[src/verilog/dcache_cfg.svh]
`ifndef DCACHE_CFG_SVH
`define DCACHE_CFG_SVH

// ======================================================================
// Cache geometry
// ======================================================================

// 64 direct-mapped lines of four 32-bit words
`define DCACHE_LINES      64
`define DCACHE_INDEX_BITS 6

// Address bits above index and line offset
`define DCACHE_TAG_BITS   22

// ======================================================================
// Uncacheable regions
// ======================================================================

// Matched against address bits 31:16
`define DCACHE_UNCACHED_A 16'h1000
`define DCACHE_UNCACHED_B 16'h4000

// ======================================================================
// Access size codes
// ======================================================================

`define DCACHE_SIZE_BYTE  2'b00
`define DCACHE_SIZE_HALF  2'b01
`define DCACHE_SIZE_WORD  2'b10

`endif
[src/verilog/dcache_pkg.sv]
`default_nettype none

`include "dcache_cfg.svh"

package dcache_pkg;

    // Basic data word
    typedef logic [31:0] word_t;

    // Access size, takes one of the size codes
    typedef logic [1:0] size_t;

    localparam size_t SIZE_BYTE = `DCACHE_SIZE_BYTE;
    localparam size_t SIZE_HALF = `DCACHE_SIZE_HALF;
    localparam size_t SIZE_WORD = `DCACHE_SIZE_WORD;

    // Address split for a 64-line, 16-byte-line cache
    typedef struct packed {
        logic [`DCACHE_TAG_BITS-1:0]   tag;
        logic [`DCACHE_INDEX_BITS-1:0] index;
        logic [1:0]                    word_off;
        logic [1:0]                    byte_off;
    } addr_fields_t;

    // Request from the core, 67 bits
    typedef struct packed {
        word_t addr;
        logic  write;
        size_t size;
        word_t wdata;
    } core_cmd_t;

    // Request toward memory, same layout as the core side
    typedef struct packed {
        word_t addr;
        logic  write;
        size_t size;
        word_t wdata;
    } mem_cmd_t;

    // One enable per byte of a line
    typedef logic [15:0] line_be_t;

    // Flat view for the array port, word view for select and refill
    typedef union packed {
        logic [127:0]    bits;
        word_t [3:0]     words;
    } cache_line_u;

endpackage

`default_nettype wire

[src/verilog/dcache_store_merge.sv]
`default_nettype none

module dcache_store_merge (
    input  dcache_pkg::size_t        size,
    input  dcache_pkg::addr_fields_t fields,
    input  dcache_pkg::word_t        wdata,
    output dcache_pkg::line_be_t     store_be,
    output dcache_pkg::cache_line_u  store_line
);

    import dcache_pkg::*;

    logic [3:0] lane_mask;
    word_t      lane_data;

    // Lanes within the word, data replicated so every lane is correct
    always_comb begin
        case (size)
            SIZE_BYTE: begin
                lane_mask = 4'b0001 << fields.byte_off;
                lane_data = {4{wdata[7:0]}};
            end
            SIZE_HALF: begin
                lane_mask = fields.byte_off[1] ? 4'b1100 : 4'b0011;
                lane_data = {2{wdata[15:0]}};
            end
            default: begin
                lane_mask = 4'b1111;
                lane_data = wdata;
            end
        endcase
    end

    // Word offset picks the nibble of the line enable
    assign store_be = line_be_t'(lane_mask) << {fields.word_off, 2'b00};

    always_comb begin
        store_line.words = {4{lane_data}};
    end

endmodule

`default_nettype wire

[config.mk]
export PLATFORM = sky130hd
export DESIGN_NAME = dcache_store_merge
export DESIGN_NICKNAME = d
export VERILOG_FILES = /design/src/verilog/dcache_pkg.sv /design/src/verilog/dcache_store_merge.sv
export VERILOG_INCLUDE_DIRS = /design/src /design/src/verilog
export SDC_FILE = /design/constraint.sdc
export NUM_CORES = 1
export LEC_CHECK = 0
export BUFFER_PORTS_ARGS = -buffer_cell sky130_fd_sc_hd__buf_2
export CAP_MARGIN = 30
export CORE_AREA = 2 2 82 84
export DETAILED_ROUTE_END_ITERATION = 12
export DIE_AREA = 0 0 84 86
export PLACE_DENSITY = 0.66
export SYNTH_ARGS = -nofsm -noshare
export SYNTH_HDL_FRONTEND = slang
export SYNTH_SLANG_ARGS = --single-unit
[constraint.sdc]
create_clock -name vclk -period 1.51
set_clock_uncertainty 0.1 [all_clocks]
set_input_delay 0.2265 -clock vclk [all_inputs]
set_output_delay 0.2265 -clock vclk [all_outputs]
set_load 0.01 [all_outputs]
==> impl_metrics.tcl <==
set metrics [dict create \
    pwr-share-comb_pct 100.0 \
    drive_above_1_share_pct 84.4 \
    die_w_um 84 \
    grt_pass1_vias 967 \
    critPathMaxStageDelay_ps 350 \
    grt_max_degree 20 \
    n_clock_buffer 0 \
    synthDistinctLibCells 15 \
    outcome "completed" \
    period_needed_ps 1450 \
    post_drt_via_cell_ratio 3.82 \
    vias 1271 \
    yosys_warnings 0 \
    layout.cells.non_filler 333 \
    area_delta_synth_final_pct 23.0 \
    clock_power_share_pct 0 \
    required_ps 1180 \
    rsz0062_at_grt "true" \
    sw_frac_of_total_pct 55.1 \
    seq_area_frac_synth_pct 0 \
    routed_wl_mm 3.47 \
    grt.met3_usage_pct 0.289 \
    synth_common_cells "106 x buf_4, 16 x mux2_2, 12 x nor2_1" \
    route.detailed.drc 0 \
    nNetsFinal 324 \
    globalRoute.busiestLayer "met2" \
    seqPwrFrac_pct 0 \
    core_mm2 0.00628 \
    cp_cell_sequence "buf_4, nor2_4, buf_6, mux2_2, buf_2" \
    synth_most_common_cell "buf_4" \
    synth.area.top_cells "buf_4 61%, mux2_2 14%, mux2i_1 6.1%" \
    cp.arrival_ps 1130 \
    nFlopsAndLatches 0 \
    antenna_found_initial 0 \
    grt_usage_pct 7.66 \
    fillers 700 \
    die_h_um 86 \
    initial_core_util_pct 20.8 \
    io_pins 210 \
    rows 29 \
    diodes 0 \
    cp-start-kind "input port" \
    cellPowerDensity_mw_per_mm2 421 \
    tightest_slew_ps 287 \
    grtUsageMet1_pct 8.23 \
    use_met2_pct 17.1 \
    critical_path.max_fanout 7 \
    final-hold-violation-count 0 \
    tns_ps 0 \
    dieArea_mm2 0.00722 \
    syn-cell-area_mm2 0.00131 \
    max_freq_mhz 688 \
    dr.pass1.iters 4 \
    relSlewSlack_pct 80.8 \
    finalMaxSlewViolations 0 \
    end_kind "output port" \
    port_buffers 182 \
    grt_pass1_wl_mm 4.71 \
    crit_type "in2out" \
    post_drt_wl_per_cell_um 10.4 \
    hpwl_mm 3.09 \
    synth_nets 241 \
    netSwitchingPower_w 0.000373 \
    ir_drop_mv 0.165 \
    p_int_w 0.000304 \
    syn_area_per_cell_um2 7.46 \
    crit_slowest_cell "mux2_2" \
    finalSetupViolCount 0 \
    gp_congestion 0.710 \
    finalCritPeriodShare_pct 96.3 \
    dp.cells 333 \
    overflow 0 \
    hold_path.class "in2out" \
    drv_cap 0 \
    synth_top_area_cell "buf_4" \
    ant_nets 0 \
    yosys.area.top_type_share_pct 60.9 \
    regArea_um2 0 \
    leakage_nw 1.00 \
    synth_cells 175 \
    drt-initial-drc-count 12 \
]
kinds of logic after synthesis:
kind of cell | Yosys count | share of synthesized area, %
AO/OA/AOI/OAI | 12 | 5.75
buffers and inverters | 109 | 62.5
multiplexers | 24 | 19.9
AND/OR/NAND/NOR | 30 | 11.9
repair_timing:
action,in CTS,in global routing
endpoints found under the hold margin,0,0
setup endpoints to repair,31,55
hold buffers,0,0
gates cloned,0,0
setup buffers,0,0
resized for setup,3,10
power by group through the flow:
| stage | Clock (W) | Sequential, W | Combinational, W |
|---|---|---|---|
| finish | 0 | 0 | 0.000677 |
| global route | 0 | 0 | 0.000732 |
| CTS | 0 | 0 | 0.000675 |
| detailed placement | 0 | 0 | 0.000670 |
| global placement | 0 | 0 | 0.000665 |
| floorplan | 0 | 0 | 0.000583 |
critical path: cells and delay by family:
| kind | cells | cell delay [ps] |
|---|---|---|
| buffers and inverters | 3 | 430 |
| muxes | 1 | 350 |
| and+or+nand+nor | 1 | 130 |
final cells by class:
cell class	instances	area (um2)	share of cell area, %
inverters	1	3.75	0.234
multi-input cells	66	520	32.4
well taps	77	96.3	6.00
repair buffers	189	986	61.4
cells in the final DEF (no fill, tap or decap):
cell / netlist / final
buf_2: 1 / 181
nor2_1: 12 / 12
mux2_2: 16 / 10
nand2_1: 9 / 9
mux2i_1: 8 / 8
o21ai_1: 4 / 6
mux2_4: 0 / 6
buf_4: 106 / 5
a21oi_2: 4 / 4
nor3_2: 4 / 4
nand2b_1: 3 / 3
o21ai_2: 0 / 2
buf_6: 1 / 2
nor2_4: 1 / 1
or2_1: 1 / 1
inv_1: 1 / 1
buf_12: 0 / 1
stage by stage:
step	util (%)	setup WS [ps]	power, W	instance area (um2)	hold slack (ps)
2_1_floorplan	-	-30.5	0.000583	1310	386
3_3_place_gp	25.0	-41.7	0.000665	1570	611
3_5_place_dp	25.0	-63.2	0.000670	1570	616
4_1_cts	25.1	3.97	0.000675	1570	614
5_1_grt	25.6	-28.9	0.000732	1610	625
6_report	25.6	55.5	0.000677	1610	616
layer usage:
metal	up-vias	wire [um]
met4	0	0
met5	-	0
met3	0	320
met2	94	1960
met1	554	1190
li1	623	-
worst paths after layout:
check	cells after the start	slack, ps	to	startpoint
max	5	60	store_line[11]	size[0]
min	2	620	store_line[69]	wdata[5]
Note: power is estimated with default switching activity, not from simulation.
