**config.mk**
```make
export PLATFORM = sky130hd
export DESIGN_NAME = dcache_tag_array
export DESIGN_NICKNAME = d
export VERILOG_FILES = /design/src/verilog/dcache_tag_array.sv
export VERILOG_INCLUDE_DIRS = /design/src /design/src/verilog
export SDC_FILE = /design/constraint.sdc
export NUM_CORES = 1
export LEC_CHECK = 0
export BUFFER_PORTS_ARGS = -buffer_cell sky130_fd_sc_hd__clkbuf_2
export CAP_MARGIN = 20
export CELL_PAD_IN_SITES_DETAIL_PLACEMENT = 1
export CELL_PAD_IN_SITES_GLOBAL_PLACEMENT = 2
export CORE_ASPECT_RATIO = 1.5
export CORE_MARGIN = 3
export CORE_UTILIZATION = 54
export CTS_CLUSTER_SIZE = 24
export DETAILED_ROUTE_END_ITERATION = 12
export GPL_TIMING_DRIVEN = 0
export HOLD_SLACK_MARGIN = 0.02
export PLACE_DENSITY_LB_ADDON = 0.1
export SLEW_MARGIN = 10
export SYNTH_ARGS = -nofsm -noshare
export SYNTH_HDL_FRONTEND = slang
export SYNTH_SLANG_ARGS = --single-unit
```
**constraint.sdc**
```tcl
create_clock -name clk -period 4.9 [get_ports clk]
set_input_delay 0.98 -clock clk [delete_from_list [all_inputs] [get_ports clk]]
set_output_delay 0.98 -clock clk [all_outputs]
set_load 0.02 [all_outputs]
```
**src/verilog/dcache_cfg.svh**
```systemverilog
`ifndef DCACHE_CFG_SVH
`define DCACHE_CFG_SVH

// ======================================================================
// Cache geometry
// ======================================================================

// 64 direct-mapped lines of four 32-bit words
`define DCACHE_LINES      64
`define DCACHE_INDEX_BITS 6

// Address bits above index and line offset
`define DCACHE_TAG_BITS   22

// ======================================================================
// Uncacheable regions
// ======================================================================

// Matched against address bits 31:16
`define DCACHE_UNCACHED_A 16'h1000
`define DCACHE_UNCACHED_B 16'h4000

// ======================================================================
// Access size codes
// ======================================================================

`define DCACHE_SIZE_BYTE  2'b00
`define DCACHE_SIZE_HALF  2'b01
`define DCACHE_SIZE_WORD  2'b10

`endif
```
**src/verilog/dcache_tag_array.sv**
```systemverilog
`default_nettype none

`include "dcache_cfg.svh"

module dcache_tag_array (
    input  logic                          clk,
    input  logic                          rst,
    input  logic [`DCACHE_INDEX_BITS-1:0] index,
    input  logic                          tag_wr,
    input  logic [`DCACHE_TAG_BITS-1:0]   tag_wdata,
    output logic [`DCACHE_TAG_BITS-1:0]   tag_rdata,
    output logic                          line_valid
);

    logic [`DCACHE_TAG_BITS-1:0] tag_mem [`DCACHE_LINES];
    logic [`DCACHE_LINES-1:0]    valid;

    // Tag storage, registered read
    always_ff @(posedge clk) begin
        if (tag_wr) begin
            tag_mem[index] <= tag_wdata;
        end
        tag_rdata <= tag_mem[index];
    end

    // Valid bits, set by every tag write
    always_ff @(posedge clk or posedge rst) begin
        if (rst) begin
            valid      <= '0;
            line_valid <= 1'b0;
        end else begin
            if (tag_wr) begin
                valid[index] <= 1'b1;
            end
            line_valid <= valid[index];
        end
    end

endmodule

`default_nettype wire

```
==> results.md <==
* Overflow after GRT at 0
* Post-detail-place hpwl at 112.7 mm
* Post-CTS Setup Bufs at 0
* Most frequent cells in the layout: edfxtp_1 (1408), mux2i_1 (271), mux4_2 (182), a221oi_1 (171), clkbuf_16 (144)
* First-pass GRT wire length at around 240 mm
* Final non-filler cell area at 0.06538 mm^2
* Final Core Density at 62.67%
* Crit path cell chain: clkbuf_2 > buf_4 > buf_2 > inv_2 > nor2_1 > nand3_1 > nor2_4
* PostCTS Resize Cnt at 0
* Yosys Warn Count at 0
* Largest net degree at the start of global routing at 65
* Routability cong. at 0.8785
* Top_reg_cell synth: edfxtp_1
* Power Density at approximately 410 mW/mm^2
* Biggest cell delay along the critical path at 1.00 ns
* Core area at ~0.10 mm^2
* Vias/cell at about 6.5
* Critical Path AT at between 3 and 4 ns
* Final Instance Count excl. Fillers at 4616
* R2r startpoint: tag_mem[47][11]
* Fin crit share at approximately three quarters
* Sequential-to-total area share from yosys stat at about 78%
* P_leak at ~21 nW
* Post-route ant nets at 0
* Syn nets at around 2900
* Vias in the first global route at 31699
* Total track usage at 31.19%
* Post-layout minimum cycle time at roughly 3.6 ns
* Mapped cell area at about 0.057 mm^2
* Starting DRT DRC Count at 3513
* 1st-pass router iterations at 5
* WS Path Type: in -> reg
* CTS tree: yes
* Crit path capture type: register
* Reg2reg setup slack at approximately 2.4 ns
* R2R Path End: tag_rdata[11]
* Die area at ~0.11 mm^2
* DRC viols at 0
* Clock root buffer: clkbuf_16
* DR vias at 30166
* Final hold vios at 0
* Placed instance count at 4364
* Initial antenna violation count at 5
* TritonCTS sink count at around 1500
* Max_cap viols at 0
* Most common cell after layout, fill and taps aside: edfxtp_1
* Placed instance area at about 0.06 mm^2
* Fmax at 277.0 MHz
* Die X at 270.8 um
* Number of flops mapped to enable cells by yosys at between 1000 and 1500
* Hold Path Class: in -> async
* Status: finished, final reports clean
* Cells after synthesis at 2849
* Peak supply drop at 0.0003215 V
* Area Overhead vs Synth at 15.15%
* RSZ-0062 raised after global routing: no
* Critical Path RT at between 5 and 6 ns
* Vert. Die Dim at 403.1 um
* #FFs+latches synth at roughly 1500
* Number of buffers created by CTS at around 140
* Hold Buf Count CTS at 0
* Mean post-synth cell area at 19.93 um^2
* Final clock skew at ~0.019 ns
* Longest Clk Path Bufs at 3
* H-tree Lvls at 4
* Worst reg2reg path depth at 5
* Startpoint Class: primary input
* # IOs at 54
* Setup violations, final at 0
* Clk slew on worst S/H paths at approximately 0.070 ns
* Ys async rst share at under 10%
* Worst-Skew Late Latency at 0.76 ns
* Port Buffer Count at slightly above 50
* Layout cells sized above 1 at between 20% and 30%
* Slowest CP cell: nor2_4
* Worst slew margin at 17.48%
* WL/cell at around 36 um
* Hold slack final at 0.2042 ns
* Final Max Slew Viols at 0
* Final nets at approximately 3100
* Synth unique cells at 52
* Core Rows at 145
* Initial Util at between 50% and 60%
* Worst-Margin Slew at 1.238 ns
* Critical path fanouts, max at 23
* Filler cells at approximately 8500
* Final wirelength at 168.0 mm
==> cell type report <==
class | count | area [um^2] | area share (%)
Buffer | 178 | 947.2 | 1.449
Clock inverter | 71 | 753.2 | 1.152
Multi-Input combinational cell | 1172 | 11950 | 18.27
Sequential cell | 1495 | 44350 | 67.83
Clock buffer | 178 | 3801 | 5.814
Antenna cell | 1 | 2.502 | 0.003827
Inverter | 4 | 17.52 | 0.02679
Timing Repair Buffer | 121 | 1818 | 2.781
Tap cell | 1396 | 1747 | 2.672
==> flip-flops by register name, summed over array words and instances, names as in the netlist <==
name        flops
tag_mem      1408
line_valid      1
valid          64
tag_rdata      22
==> cells by family after synthesis <==
family	count (synthesis)	synth area share [%]
flops	1495	78.10
buf+inv	182	1.695
mux	463	12.19
simple gates	277	2.380
compound gates	432	5.628
==> metal layers <==
layer  global-route usage [%]  up-vias  wire length [um]
met2                    53.33     1281             85910
met3                    4.174      314              9743
met5                        0        -                38
li1                         -    12383                 -
met1                    38.80    16182             61860
met4                    17.22        6             10470
==> how the worst max path moves through the flow <==
stage,startpoint,end,slack [ns],depth (start not counted)
3_5_place_dp,index[1],tag_mem[21][11],0.47,7
2_1_floorplan,index[1],tag_mem[17][0],1.60,6
5_1_grt,index[1],tag_mem[21][14],1.24,7
4_1_cts,index[1],tag_mem[21][18],1.29,7
6_report,index[1],tag_mem[19][12],1.29,7
3_3_place_gp,index[2],tag_mem[47][13],-0.60,5
==> where the power goes <==
| part | total (W) | internal (W) | leakage [nW] | switching (W) |
|---|---|---|---|---|
| clock network | 0.0109 | 0.00628 | 2.23 | 0.00464 |
| registers | 0.0143 | 0.0142 | 13.7 | 0.0000928 |
| logic | 0.00169 | 0.000563 | 5.55 | 0.00113 |
| total | 0.0269 | 0.0210 | 21.4 | 0.00586 |
==> through the flow <==
stage	worst slack [ns]	power (W)	setup TNS, ns
after CTS	1.288	0.02702	0
after global routing	1.236	0.02761	0
after floorplan	1.604	0.01536	0
after global placement	-0.6009	0.01609	-272.78
final	1.289	0.02688	0
after detailed placement	0.4729	0.01621	0
==> worst max-delay path, delay by kind of cell <==
family / cells / cell delay [ns]
and+or+nand+nor: 3 / 2.00
buffers and inverters: 4 / 0.96
==> cells in the mapped netlist (7+ instances only) <==
| master | count | area [um^2] |
|---|---|---|
| edfxtp_1 | 1408 | 42280 |
| mux2i_1 | 271 | 2713 |
| mux4_2 | 182 | 4099 |
| a221oi_1 | 171 | 1498 |
| nor2_1 | 135 | 506.7 |
| o22ai_1 | 90 | 563.0 |
| buf_2 | 73 | 365.4 |
| clkbuf_1 | 65 | 244.0 |
| dfrtp_1 | 65 | 1627 |
| o21ai_0 | 61 | 305.3 |
| o22a_1 | 39 | 341.6 |
| or2_2 | 37 | 231.5 |
| or2_1 | 28 | 175.2 |
| a22oi_1 | 25 | 187.7 |
| nand4_1 | 24 | 150.1 |
| o21ai_1 | 23 | 115.1 |
| dfxtp_1 | 22 | 440.4 |
| buf_6 | 20 | 225.2 |
| nand2_1 | 19 | 71.32 |
| buf_1 | 10 | 37.54 |
| buf_4 | 10 | 75.07 |
| mux2_2 | 9 | 101.4 |
| a21oi_1 | 7 | 35.03 |
| nand3_1 | 7 | 35.03 |
(Power assumes the default switching activity.)
