--- src/verilog/dcache_cfg.svh ---
`ifndef DCACHE_CFG_SVH
`define DCACHE_CFG_SVH

// ======================================================================
// Cache geometry
// ======================================================================

// 64 direct-mapped lines of four 32-bit words
`define DCACHE_LINES      64
`define DCACHE_INDEX_BITS 6

// Address bits above index and line offset
`define DCACHE_TAG_BITS   22

// ======================================================================
// Uncacheable regions
// ======================================================================

// Matched against address bits 31:16
`define DCACHE_UNCACHED_A 16'h1000
`define DCACHE_UNCACHED_B 16'h4000

// ======================================================================
// Access size codes
// ======================================================================

`define DCACHE_SIZE_BYTE  2'b00
`define DCACHE_SIZE_HALF  2'b01
`define DCACHE_SIZE_WORD  2'b10

`endif
--- src/verilog/dcache_pkg.sv ---
`default_nettype none

`include "dcache_cfg.svh"

package dcache_pkg;

    // Basic data word
    typedef logic [31:0] word_t;

    // Access size, takes one of the size codes
    typedef logic [1:0] size_t;

    localparam size_t SIZE_BYTE = `DCACHE_SIZE_BYTE;
    localparam size_t SIZE_HALF = `DCACHE_SIZE_HALF;
    localparam size_t SIZE_WORD = `DCACHE_SIZE_WORD;

    // Address split for a 64-line, 16-byte-line cache
    typedef struct packed {
        logic [`DCACHE_TAG_BITS-1:0]   tag;
        logic [`DCACHE_INDEX_BITS-1:0] index;
        logic [1:0]                    word_off;
        logic [1:0]                    byte_off;
    } addr_fields_t;

    // Request from the core, 67 bits
    typedef struct packed {
        word_t addr;
        logic  write;
        size_t size;
        word_t wdata;
    } core_cmd_t;

    // Request toward memory, same layout as the core side
    typedef struct packed {
        word_t addr;
        logic  write;
        size_t size;
        word_t wdata;
    } mem_cmd_t;

    // One enable per byte of a line
    typedef logic [15:0] line_be_t;

    // Flat view for the array port, word view for select and refill
    typedef union packed {
        logic [127:0]    bits;
        word_t [3:0]     words;
    } cache_line_u;

endpackage

`default_nettype wire

--- src/verilog/dcache_ctrl.sv ---
`default_nettype none

`include "dcache_cfg.svh"

module dcache_ctrl (
    input  logic                          clk,
    input  logic                          rst,
    // Core side
    input  logic                          core_req,
    input  dcache_pkg::core_cmd_t         core_cmd,
    output logic                          core_wait,
    output dcache_pkg::word_t             core_rdata,
    // Memory side
    output logic                          mem_req,
    output dcache_pkg::mem_cmd_t          mem_cmd,
    input  logic                          mem_wait,
    input  dcache_pkg::word_t             mem_rdata,
    // Tag array
    output logic [`DCACHE_INDEX_BITS-1:0] index,
    output logic                          tag_wr,
    output logic [`DCACHE_TAG_BITS-1:0]   tag_wdata,
    input  logic [`DCACHE_TAG_BITS-1:0]   tag_rdata,
    input  logic                          line_valid,
    // Data array
    output dcache_pkg::line_be_t          line_we,
    output dcache_pkg::cache_line_u       line_wdata,
    input  dcache_pkg::cache_line_u       line_rdata,
    // Store merge
    input  dcache_pkg::line_be_t          store_be,
    input  dcache_pkg::cache_line_u       store_line
);

    import dcache_pkg::*;

    localparam logic [2:0] S_IDLE   = 3'd0;
    localparam logic [2:0] S_LOOKUP = 3'd1;
    localparam logic [2:0] S_WRITE  = 3'd2;
    localparam logic [2:0] S_REFILL = 3'd3;
    localparam logic [2:0] S_BYPASS = 3'd4;
    localparam logic [2:0] S_DONE   = 3'd5;

    logic [2:0]   state;
    logic [2:0]   state_next;
    core_cmd_t    cmd_q;
    addr_fields_t core_fields;
    addr_fields_t cmd_fields;
    logic         cacheable;
    logic         hit;
    logic         beat_done;
    logic         last_beat;
    logic [1:0]   beat;
    cache_line_u  refill_buf;
    cache_line_u  fill_line;
    word_t        rdata_q;

    assign core_fields = core_cmd.addr;
    assign cmd_fields  = cmd_q.addr;

    // Bypass regions decided from the incoming address
    assign cacheable = (core_cmd.addr[31:16] != `DCACHE_UNCACHED_A) &&
                       (core_cmd.addr[31:16] != `DCACHE_UNCACHED_B);

    // Only meaningful in the lookup cycle
    assign hit = line_valid && (tag_rdata == cmd_fields.tag);

    assign beat_done = mem_req && !mem_wait;
    assign last_beat = (state == S_REFILL) && beat_done && (beat == 2'd3);

    // ======================================================================
    // Controller FSM
    // ======================================================================

    always_ff @(posedge clk or posedge rst) begin
        if (rst) begin
            state <= S_IDLE;
        end else begin
            state <= state_next;
        end
    end

    always_comb begin
        state_next = state;
        case (state)
            S_IDLE: begin
                if (core_req) begin
                    state_next = cacheable ? S_LOOKUP : S_BYPASS;
                end
            end
            S_LOOKUP: begin
                if (cmd_q.write) begin
                    state_next = S_WRITE;
                end else begin
                    state_next = hit ? S_DONE : S_REFILL;
                end
            end
            S_WRITE: begin
                if (!mem_wait) begin
                    state_next = S_DONE;
                end
            end
            S_REFILL: begin
                if (last_beat) begin
                    state_next = S_DONE;
                end
            end
            S_BYPASS: begin
                if (!mem_wait) begin
                    state_next = S_DONE;
                end
            end
            default: state_next = S_IDLE;
        endcase
    end

    // Beat counter wraps back to zero after the fourth word
    always_ff @(posedge clk or posedge rst) begin
        if (rst) begin
            beat <= 2'd0;
        end else if ((state == S_REFILL) && beat_done) begin
            beat <= beat + 2'd1;
        end
    end

    // ======================================================================
    // Command, refill buffer and read data
    // ======================================================================

    always_ff @(posedge clk) begin
        if ((state == S_IDLE) && core_req) begin
            cmd_q <= core_cmd;
        end
        if ((state == S_REFILL) && beat_done) begin
            refill_buf.words[beat] <= mem_rdata;
        end
        if ((state == S_LOOKUP) && !cmd_q.write && hit) begin
            rdata_q <= line_rdata.words[cmd_fields.word_off];
        end else if (last_beat) begin
            rdata_q <= fill_line.words[cmd_fields.word_off];
        end else if ((state == S_BYPASS) && !mem_wait) begin
            rdata_q <= mem_rdata;
        end
    end

    // Buffer plus the beat arriving this cycle
    always_comb begin
        fill_line              = refill_buf;
        fill_line.words[beat]  = mem_rdata;
    end

    // ======================================================================
    // Outputs
    // ======================================================================

    always_comb begin
        case (state)
            S_IDLE:  core_wait = core_req;
            S_DONE:  core_wait = 1'b0;
            default: core_wait = 1'b1;
        endcase
    end

    assign core_rdata = rdata_q;

    assign mem_req = (state == S_WRITE) || (state == S_REFILL) || (state == S_BYPASS);

    // Registered command, except refill beats of the aligned line
    always_comb begin
        mem_cmd.addr  = cmd_q.addr;
        mem_cmd.write = cmd_q.write;
        mem_cmd.size  = cmd_q.size;
        mem_cmd.wdata = cmd_q.wdata;
        if (state == S_REFILL) begin
            mem_cmd.addr  = {cmd_q.addr[31:4], beat, 2'b00};
            mem_cmd.write = 1'b0;
            mem_cmd.size  = SIZE_WORD;
            mem_cmd.wdata = '0;
        end
    end

    // Incoming index in idle so the lookup data is ready one cycle later
    assign index = (state == S_IDLE) ? core_fields.index : cmd_fields.index;

    assign tag_wr    = last_beat;
    assign tag_wdata = cmd_fields.tag;

    // Store hit updates its bytes, a refill writes the whole line
    always_comb begin
        if ((state == S_LOOKUP) && cmd_q.write && hit) begin
            line_we = store_be;
        end else if (last_beat) begin
            line_we = '1;
        end else begin
            line_we = '0;
        end
    end

    assign line_wdata = (state == S_REFILL) ? fill_line : store_line;

endmodule

`default_nettype wire

--- config.mk ---
export PLATFORM = sky130hd
export DESIGN_NAME = dcache_ctrl
export DESIGN_NICKNAME = d
export VERILOG_FILES = /design/src/verilog/dcache_pkg.sv /design/src/verilog/dcache_ctrl.sv
export VERILOG_INCLUDE_DIRS = /design/src /design/src/verilog
export SDC_FILE = /design/constraint.sdc
export NUM_CORES = 1
export LEC_CHECK = 0
export BUFFER_PORTS_ARGS = -buffer_cell sky130_fd_sc_hd__buf_4
export CAP_MARGIN = 15
export CELL_PAD_IN_SITES_DETAIL_PLACEMENT = 1
export CELL_PAD_IN_SITES_GLOBAL_PLACEMENT = 2
export CORE_AREA = 2 2 259 261
export DETAILED_ROUTE_END_ITERATION = 10
export DIE_AREA = 0 0 261 263
export GPL_TIMING_DRIVEN = 0
export PLACE_DENSITY = 0.73
export RECOVER_POWER = 100
export SYNTH_ARGS = -nofsm -noshare
export SYNTH_HDL_FRONTEND = slang
export SYNTH_SLANG_ARGS = --single-unit
--- constraint.sdc ---
create_clock -name clk -period 7.7 [get_ports clk]
set_input_delay 1.155 -clock clk [delete_from_list [all_inputs] [get_ports clk]]
set_output_delay 1.155 -clock clk [all_outputs]
set_load 0.02 [all_outputs]
==> results.toml, run 1 <==
[drt]
first_pass_iters = 5
detail_route.wl_per_cell_um = 26.2
via_count = 12900
totalWireLength_um = 74400
drt_iter0_drc = 699
drtAntennaViolNets = 0
via_per_inst = 4.53
remaining_drc_errors = 0

[timing]
rsz0062_at_grt = "no"
setup_viol = 0
clock-skew-final_ps = 23.0
tightest_slew_ps = 3050
finalCritPeriodShare_pct = 74.0
layout_min_cycle_time_ps = 5690
tns_ps = 0
holdWs_ps = 502
fmax_mhz = 176
hold_violations = 0
slew_violations = 79
max-slew-margin-rel_pct = -103

[place]
place_congestion = 0.873
placed_cells_incl_taps = 2782
port_buffers = 671
place_area_um2 = 19900
dp_hpwl_um = 59000

[layout]
fin_util_pct = 30.6
area_growth_pct = 47.3
design_area_um2 = 20100
final_cell_count_no_fill = 2843
layout-drive-gt1-share_pct = 32.2
final_nets = 2354

[power]
p_per_area_nw_per_um2 = 323
vdd_ir_drop_max_mv = 0.124
p_leak_nw = 8.21

[setup_path]
start_kind = "flip-flop"
worstPathMaxFanout = 10
max_stage_delay_ps = 740
arrival_ps = 4540
path_cells = "clkbuf_1 > nor2b_1 > nand2_1 > clkbuf_1 > clkbuf_1 > clkbuf_1 > clkbuf_1 > nand2_1 > nand2_1 > clkbuf_1"
crit_path_end = "line_wdata[124]"
crit_top_cell = "clkbuf_1"
r2r_end = "cmd_q[30]"
end_kind = "output port"
crit_path_top_delay_cell = "clkbuf_1"
critPathKind = "flip-flop to output port"
reg2reg_slack_ps = 2090
worstPathRequired_ps = 6550
timing.rr.start = "state[0]"
cp-startpoint = "state[2]"
reg2reg_depth = 4

[synth]
avgSynthCellArea_um2 = 11.0
synth_most_common_cell = "nand2_1"
synthTopCellsByArea = "edfxtp_1 50%, nand2_1 7.9%, mux2_2 7.1%, mux4_2 5.8%, mux2i_1 5.1%"
yosys-top-cells-count = "287 x nand2_1, 227 x edfxtp_1, 105 x o21ai_0"
syn_nets = 1640
yosysSeqAreaShare_pct = 51.0
syn_inst = 1238
synth-edff-count = 227
yosysWarningCount = 0
ys_types = 41
netlist_area_um2 = 13600
synth.ff_latch_count = 232
yosys.area.top_type_share_pct = 50.1
yosysTopAreaCell = "edfxtp_1"
ys.flop_type = "edfxtp_1"
synthArstFlopShare_pct = 2.16

[clocking]
cts_tree = "built"
cts_hold_buf = 0
cts.sink_count = 232
clockBufferDepth = 3
cts_resized = 0
cts-root-buf = "clkbuf_16"
cts_setup_buffers = 0
path_clk_slew_ps = 60
clock_latency_ps = 590
h-tree-depth = 1
cts_buffers = 31

[global_routing]
grt_usage_pct = 21.0
grt_max_degree = 81
gr-total-overflow = 0
grt_pass1_vias = 14000
antenna_found_initial = 10
grt_pass1_wl_um = 103000

[job]
cap_violations = 3

[hold_path]
hp-class = "input port to asynchronous set/reset pin"

[floorplanning]
die_height_um = 263
start_util_pct = 20.8
dieArea_um2 = 68600
rows = 94
ios = 672
die_x_um = 261
core_um2 = 65600

[run_status]
failed_checks = "max-capacitance violations, max-slew violations"
status = "finished with violations"
[sequential cells by signal (all words and copies together), names as in the netlist]
register and flops:
beat 2, cmd_fields 32, cmd_q 35, core_rdata 32, refill_buf 128, state 3
[through the flow]
step                total power, mW  setup slack [ps]
floorplan                      3.62              2220
global placement               5.20               106
detailed placement             5.29              2480
CTS                            6.86              2130
global route                   6.81              1560
finish                         6.48              2010
[worst min-delay path by stage]
stage,from,end,depth (start not counted)
floorplan,refill_buf[81],refill_buf[81],2
global placement,refill_buf[49],refill_buf[49],2
detailed placement,refill_buf[84],refill_buf[84],2
CTS,rst,beat[1],2
global route,rst,state[0],2
finish,rst,state[0],2
[cells in the final DEF, fill, tap and decap left out, types with 33 or more instances in the layout]
cell | synthesis | routed
buf_4 | 50 | 416
clkbuf_1 | 66 | 299
nand2_1 | 287 | 287
edfxtp_1 | 227 | 227
o21ai_0 | 105 | 105
clkbuf_4 | 0 | 103
inv_1 | 75 | 75
mux2i_1 | 70 | 70
mux2_1 | 2 | 65
mux4_2 | 35 | 35
and2_0 | 0 | 33
[cell type report]
cell class              count  area [um2]
plain buffers             140         724
repair buffers            681        4380
inverters                  75         282
flip-flops and latches    232        6940
diodes                      4        10.0
clock inverters            18         243
clock buffers              38         802
fillers                  7663       45600
well taps                 864        1080
multi-input cells         791        5600
[per-layer routing]
metal  GRT usage [%]  share of wire (%)  up-vias
met1            26.8                 42     6463
met2            36.2                 49      453
met3            4.01                5.5      103
met4            5.44                2.7       10
li1                -                  -     5842
met5               0              0.089        -
[kinds of logic (layout without fill, tap and decap cells)]
| group | Yosys count | in the layout | share of synthesized area [%] |
|---|---|---|---|
| compound gates | 189 | 189 | 8.67 |
| xor+xnor | 24 | 24 | 1.54 |
| fa+ha+maj | 4 | 4 | 0.368 |
| buf+inv | 215 | 952 | 7.60 |
| flops | 232 | 232 | 51.0 |
| mux | 201 | 201 | 19.1 |
| other cells | 0 | 4 | 0 |
| simple gates | 373 | 373 | 11.8 |
[where the power goes]
part / internal [mW] / total [mW] / switching [mW]
clock network: 0.933 / 1.54 / 0.606
logic: 1.04 / 3.18 / 2.14
registers: 1.69 / 1.76 / 0.0724
[critical path, delay by kind of cell, from the launching register on]
kind,cells,cell delay (ps)
and+or+nand+nor,4,750
buffers and inverters,6,2820
DFF,1,350
Power figures use the tool's default switching activity.
==> run 2: changes to the inputs <==
--- a/config.mk
+++ b/config.mk
@@ -6,15 +6,16 @@
 export SDC_FILE = /design/constraint.sdc
 export NUM_CORES = 1
 export LEC_CHECK = 0
+export ABC_AREA = 1
 export BUFFER_PORTS_ARGS = -buffer_cell sky130_fd_sc_hd__buf_4
 export CAP_MARGIN = 15
 export CELL_PAD_IN_SITES_DETAIL_PLACEMENT = 1
 export CELL_PAD_IN_SITES_GLOBAL_PLACEMENT = 2
-export CORE_AREA = 2 2 259 261
+export CORE_AREA = 2 2 264 266
 export DETAILED_ROUTE_END_ITERATION = 10
-export DIE_AREA = 0 0 261 263
+export DIE_AREA = 0 0 266 268
 export GPL_TIMING_DRIVEN = 0
-export PLACE_DENSITY = 0.73
+export PLACE_DENSITY = 0.78
 export RECOVER_POWER = 100
 export SYNTH_ARGS = -nofsm -noshare
 export SYNTH_HDL_FRONTEND = slang
==> constraint.sdc (replaced) <==
create_clock -name clk -period 5.7 [get_ports clk]
set_input_delay 0.855 -clock clk [delete_from_list [all_inputs] [get_ports clk]]
set_output_delay 0.855 -clock clk [all_outputs]
set_load 0.02 [all_outputs]
==> run 2 against run 1 <==
  * The run still ends with max-capacitance violations, max-slew violations left
  * Core utilization grew 0.89 points
  * Total power grew 44%
  * Sequential share of layout area shrank 2.3 points
  * Sequential power grew 39%
  * Clock-buffer cell count grew 5
  * Cell count grew 29%
  * Register-to-register slack lost 1300 ps
  * Critical path type unchanged
  * Largest power group unchanged
==> results.toml, run 2 <==
[global_routing]
grt_pass1_vias = 17200
grt_usage_pct = 24.1
met3_usage_pct = 5.06
grt_busiest_layer = "met2"
antenna_found_initial = 14
grt_pass1_wl_um = 123000
grt_max_degree = 33
use_met2_pct = 42.6
grt.met1_usage_pct = 29.1
gr-total-overflow = 0

[synth]
synth.ff_latch_count = 232
synth_most_common_cell = "nand2_1"
synthArstFlopShare_pct = 2.16
yosysTopAreaCell = "edfxtp_1"
yosys-top-cells-count = "739 x nand2_1, 231 x inv_1, 227 x edfxtp_1"
syn_inst = 2036
syn_nets = 2438
yosysSeqAreaShare_pct = 46.0
ys.flop_type = "edfxtp_1"
synth-edff-count = 227
yosys.area.top_type_share_pct = 45.2
avgSynthCellArea_um2 = 7.41
ys_types = 35
synthTopCellsByArea = "edfxtp_1 45%, nand2_1 18%, o21ai_0 6.8%, inv_1 5.7%, and2_1 4.8%"
netlist_area_um2 = 15100
yosysWarningCount = 0

[power]
combPwrFrac_pct = 51.9
p_clk_share_pct = 22.0
netSwitchingPower_mw = 4.50
p_seq_share_pct = 26.0
p_per_area_nw_per_um2 = 436
swShare_pct = 48.1
vdd_ir_drop_max_mv = 0.198
finalPower_mw = 9.35
intPower_mw = 4.86
p_leak_nw = 10.1

[place]
placed_cells_incl_taps = 3598
place_ws_ps = 1520
dp_hpwl_um = 73400
place_area_um2 = 21400
port_buffers = 671
place_congestion = 0.888

[clocking]
cts_tree = "built"
clock_latency_ps = 540
cts-root-buf = "clkbuf_16"
cts_buffers = 34
cts_hold_buf = 0
cts_setup_buffers = 0
clockBufferDepth = 3
cts_resized = 0
path_clk_slew_ps = 50
h-tree-depth = 2
cts.sink_count = 232

[layout]
final_cell_count_no_fill = 3664
final_common_cell = "nand2_1"
final_nets = 3154
largest_register_ffs = 128
fin_util_pct = 31.5
area_growth_pct = 42.2
final_cell_mix = "742 x nand2_1, 416 x buf_4, 293 x clkbuf_1"
num-fill-cells = 8522
layout-drive-gt1-share_pct = 22.0
design_area_um2 = 21500

[drt]
detail_route.wl_per_cell_um = 24.4
remaining_drc_errors = 0
drtAntennaViolNets = 0
via_count = 16600
via_per_inst = 4.54
drt_iter0_drc = 1012
first_pass_iters = 5
totalWireLength_um = 89500

[run_status]
failed_checks = "max-capacitance violations, max-slew violations"
status = "finished with violations"

[timing]
finalCritPeriodShare_pct = 88.9
setup_viol = 0
holdWs_ps = 328
clock-skew-final_ps = 17.6
tightest_slew_ps = 1850
tns_ps = 0
hold_violations = 0
setup_slack_ps = 633
max-slew-margin-rel_pct = -23.5
layout_min_cycle_time_ps = 5070
fmax_mhz = 197
rsz0062_at_grt = "no"
slew_violations = 74

[setup_path]
reg2reg_depth = 10
max_stage_delay_ps = 820
end_kind = "output port"
reg2reg_slack_ps = 780
worstPathMaxFanout = 30
r2r_end = "core_rdata[31]"
path_cells = "clkinv_1 > nand3_1 > nor2_4 > buf_12 > buf_12 > nand2_1 > clkbuf_1 > buf_2 > nand2_1 > buf_4"
start_kind = "flip-flop"
crit_path_top_delay_cell = "nor2_4"
worstPathRequired_ps = 4850
critPathKind = "flip-flop to output port"
arrival_ps = 4210
path_buf_inv = 6
cpLargestDelayFamily = "simple AND/OR/NAND/NOR gates"
timing.rr.start = "state[2]"

[hold_path]
hp-class = "input port to asynchronous set/reset pin"

[floorplanning]
dieArea_um2 = 71300
ios = 672
start_util_pct = 22.1
die_height_um = 268
rows = 96
core_um2 = 68200
die_x_um = 266

[job]
cap_violations = 3
## run 2: cell types whose count changed after synthesis, sizes merged, moves of 29 or more
cell,previous run,this run
a221o,29,0
and2,38,117
buf,74,130
inv,75,236
mux2,96,0
mux2i,70,0
mux4,35,0
nand2,287,746
nand3,17,57
nor2,5,158
o21ai,105,246
## run 2: final cells by class
cell class                 instances  area, um2  area share, %
sequential                       232       6940           32.3
clock buffer                      43        906           4.22
tap                              882       1100           5.14
antenna                            8       20.0         0.0933
timing repair buffer             680       4370           20.3
multi-input combinational       1397       6200           28.9
buffer                           170        906           4.22
inverter                         237        890           4.15
clock inverter                    15        129          0.601
## run 2: worst max-delay path by stage
| stage | from | end | depth (start not counted) |
|---|---|---|---|
| floorplan | mem_wait | core_rdata[0] | 4 |
| global placement | mem_wait | core_rdata[31] | 5 |
| detailed placement | mem_wait | line_we[8] | 9 |
| CTS | state[2] | line_we[8] | 10 |
| global route | state[2] | line_wdata[112] | 9 |
| finish | state[2] | line_we[8] | 10 |
## run 2: worst reg2reg max path: cells and delay by family, from the launching register on
family                 cells  cell delay, ps
AO/OA/AOI/OAI              1             500
buffers and inverters      6            2130
flip-flops                 1             430
AND/OR/NAND/NOR            3            1480
## run 2: power by group through the flow
| stage | logic, mW | registers (mW) | clock network, mW |
|---|---|---|---|
| after floorplan | 2.78 | 2.48 | 0 |
| after global placement | 5.17 | 2.50 | 0 |
| after detailed placement | 5.31 | 2.47 | 0 |
| after CTS | 5.34 | 2.44 | 2.11 |
| after global routing | 5.28 | 2.46 | 2.17 |
| final | 4.86 | 2.44 | 2.06 |
## run 2: kinds of logic (layout without fill, tap and decap cells)
family                   Yosys count  in the layout  share of synthesized area [%]
AND/OR/NAND/NOR                 1099           1099                           30.6
AO/OA/AOI/OAI                    292            292                           10.5
XOR/XNOR                           2              2                          0.116
flip-flops                       232            232                           46.0
buffers and inverters            407           1145                           12.5
other                              0              8                              0
adder cells (fa/ha/maj)            4              4                          0.332
## run 2: routing by layer
metal | wire length (um) | share of wire [%]
met1 | 36300 | 41
met2 | 44300 | 49
met3 | 5940 | 6.6
met4 | 2930 | 3.3
met5 | 23 | 0.026
==> run 3: changes to the inputs <==
--- a/config.mk
+++ b/config.mk
@@ -9,13 +9,13 @@
 export ABC_AREA = 1
 export BUFFER_PORTS_ARGS = -buffer_cell sky130_fd_sc_hd__buf_4
 export CAP_MARGIN = 15
-export CELL_PAD_IN_SITES_DETAIL_PLACEMENT = 1
-export CELL_PAD_IN_SITES_GLOBAL_PLACEMENT = 2
-export CORE_AREA = 2 2 264 266
+export CELL_PAD_IN_SITES_DETAIL_PLACEMENT = 0
+export CELL_PAD_IN_SITES_GLOBAL_PLACEMENT = 1
+export CORE_AREA = 2 2 259 261
 export DETAILED_ROUTE_END_ITERATION = 10
-export DIE_AREA = 0 0 266 268
+export DIE_AREA = 0 0 261 263
 export GPL_TIMING_DRIVEN = 0
-export PLACE_DENSITY = 0.78
+export PLACE_DENSITY = 0.66
 export RECOVER_POWER = 100
 export SYNTH_ARGS = -nofsm -noshare
 export SYNTH_HDL_FRONTEND = slang
==> run 3 against run 2 <==
  * The run still ends with max-capacitance violations, max-slew violations left
  * Clock power down 6%
  * Clock skew down 7.7 ps
  * Core utilization up 1.0 points
  * Via count down 0.48%
  * Maximum frequency up 4.7%
  * Critical path depth down 1
  * Hold slack worse by 110 ps
  * Combinational power down 2%
  * Non-clock buffer count unchanged
  * Total power down 2.3%
  * Critical path type unchanged
  * Largest cell class unchanged
  * Largest power group unchanged
==> results.toml, run 3 (same netlist as run 2, synthesis figures left out) <==
[timing]
setup_viol = 0
tightest_slew_ps = 2140
setup_slack_ps = 860
holdWs_ps = 215
rsz0062_at_grt = "no"
clock-skew-final_ps = 9.90
layout_min_cycle_time_ps = 4840
slew_violations = 84
hold_violations = 0
max-slew-margin-rel_pct = -43.2
fmax_mhz = 207
finalCritPeriodShare_pct = 84.9

[setup_path]
cp-startpoint = "state[2]"
critPathKind = "flip-flop to output port"
path_cells = "inv_1 > nand3_1 > clkbuf_1 > clkbuf_1 > inv_1 > clkbuf_1 > nor2_1 > a31oi_1 > clkbuf_1"
reg2reg_depth = 10
crit_path_end = "line_wdata[97]"
worstPathRequired_ps = 4850
r2r_end = "core_rdata[30]"
arrival_ps = 3990
crit_path_top_delay_cell = "clkbuf_1"
crit_top_cell = "clkbuf_1"
end_kind = "output port"
timing.rr.start = "state[2]"
max_stage_delay_ps = 580
worstPathMaxFanout = 10
cp.depth = 9
cpLargestDelayFamily = "buffers and inverters"
path_buf_inv = 6
start_kind = "flip-flop"
reg2reg_slack_ps = 950

[drt]
drtAntennaViolNets = 0
detail_route.wl_per_cell_um = 22.9
totalWireLength_um = 83300
via_count = 16500
via_per_inst = 4.54
drt_iter0_drc = 1385
first_pass_iters = 5
remaining_drc_errors = 0

[floorplanning]
die_x_um = 261
dieArea_um2 = 68600
start_util_pct = 23.0
die_height_um = 263
ios = 672
core_um2 = 65600
rows = 94

[global_routing]
gr-total-overflow = 0
antenna_found_initial = 7
grt_max_degree = 34
grt_pass1_wl_um = 115000
grt_usage_pct = 23.2
grt_pass1_vias = 16100

[clocking]
h-tree-depth = 1
cts_resized = 0
cts_hold_buf = 0
cts_buffers = 31
clockBufferDepth = 3
cts_tree = "built"
cts_setup_buffers = 0
cts-root-buf = "clkbuf_16"
path_clk_slew_ps = 60
cts.sink_count = 232
clock_latency_ps = 600

[place]
place_congestion = 0.899
place_ws_ps = 1800
dp_hpwl_um = 66700
port_buffers = 671

[power]
vdd_ir_drop_max_mv = 0.222
p_per_area_nw_per_um2 = 429
p_leak_nw = 10.1

[layout]
layout-drive-gt1-share_pct = 21.5
final_nets = 3151
area_growth_pct = 41.3
largest_register_ffs = 128
final_common_cell = "nand2_1"
final_cell_mix = "744 x nand2_1, 405 x buf_4, 301 x clkbuf_1"

[run_status]
status = "finished with violations"
failed_checks = "max-capacitance violations, max-slew violations"

[job]
cap_violations = 3

[hold_path]
hp-class = "input port to asynchronous set/reset pin"
## run 3: worst min path at each step
| stage | cells past startpoint | slack (ps) | endpoint | start |
|---|---|---|---|---|
| global placement | 1 | 510 | beat[0] | beat[0] |
| global route | 2 | 220 | beat[0] | rst |
| CTS | 2 | 190 | beat[0] | rst |
| detailed placement | 1 | 530 | beat[0] | beat[0] |
| floorplan | 1 | 490 | beat[0] | beat[0] |
| finish | 2 | 210 | beat[0] | rst |
## run 3: routing by layer
| metal | track usage (%) | wire [um] | up-vias | part of all wire (%) |
|---|---|---|---|---|
| li1 | - | - | 7873 | - |
| met1 | 31.2 | 37100 | 7897 | 45 |
| met2 | 38.2 | 38600 | 667 | 46 |
| met3 | 4.33 | 5750 | 99 | 6.9 |
| met4 | 6.07 | 1850 | 2 | 2.2 |
| met5 | 0 | 8 | - | 0.0096 |
## run 3: final cells by class
class / instances / area [um2]
diodes: 5 / 12.5
plain buffers: 170 / 911
clock buffers: 36 / 795
clock inverters: 19 / 166
fillers: 7364 / 44300
inverters: 237 / 890
multi-input cells: 1397 / 6200
flip-flops and latches: 232 / 6940
well taps: 864 / 1080
repair buffers: 680 / 4330
## run 3: where the power goes
part | total, mW | switching (mW) | internal (mW)
combinational | 4.76 | 3.44 | 1.31
clock | 1.94 | 0.822 | 1.12
sequential | 2.44 | 0.124 | 2.32
## run 3: per-stage QoR
stage / util, % / std cells / TNS (ps) / area [um2] / power [mW]
3_3_place_gp: 32.3 / 3571 / -92480 / 21200 / 7.60
5_1_grt: 32.5 / 3639 / 0 / 21300 / 9.69
3_5_place_dp: 32.6 / 3580 / 0 / 21400 / 7.66
6_report: 32.5 / 3640 / 0 / 21300 / 9.14
2_1_floorplan: - / 2036 / 0 / 15100 / 5.26
4_1_cts: 34.0 / 3635 / 0 / 22300 / 9.63
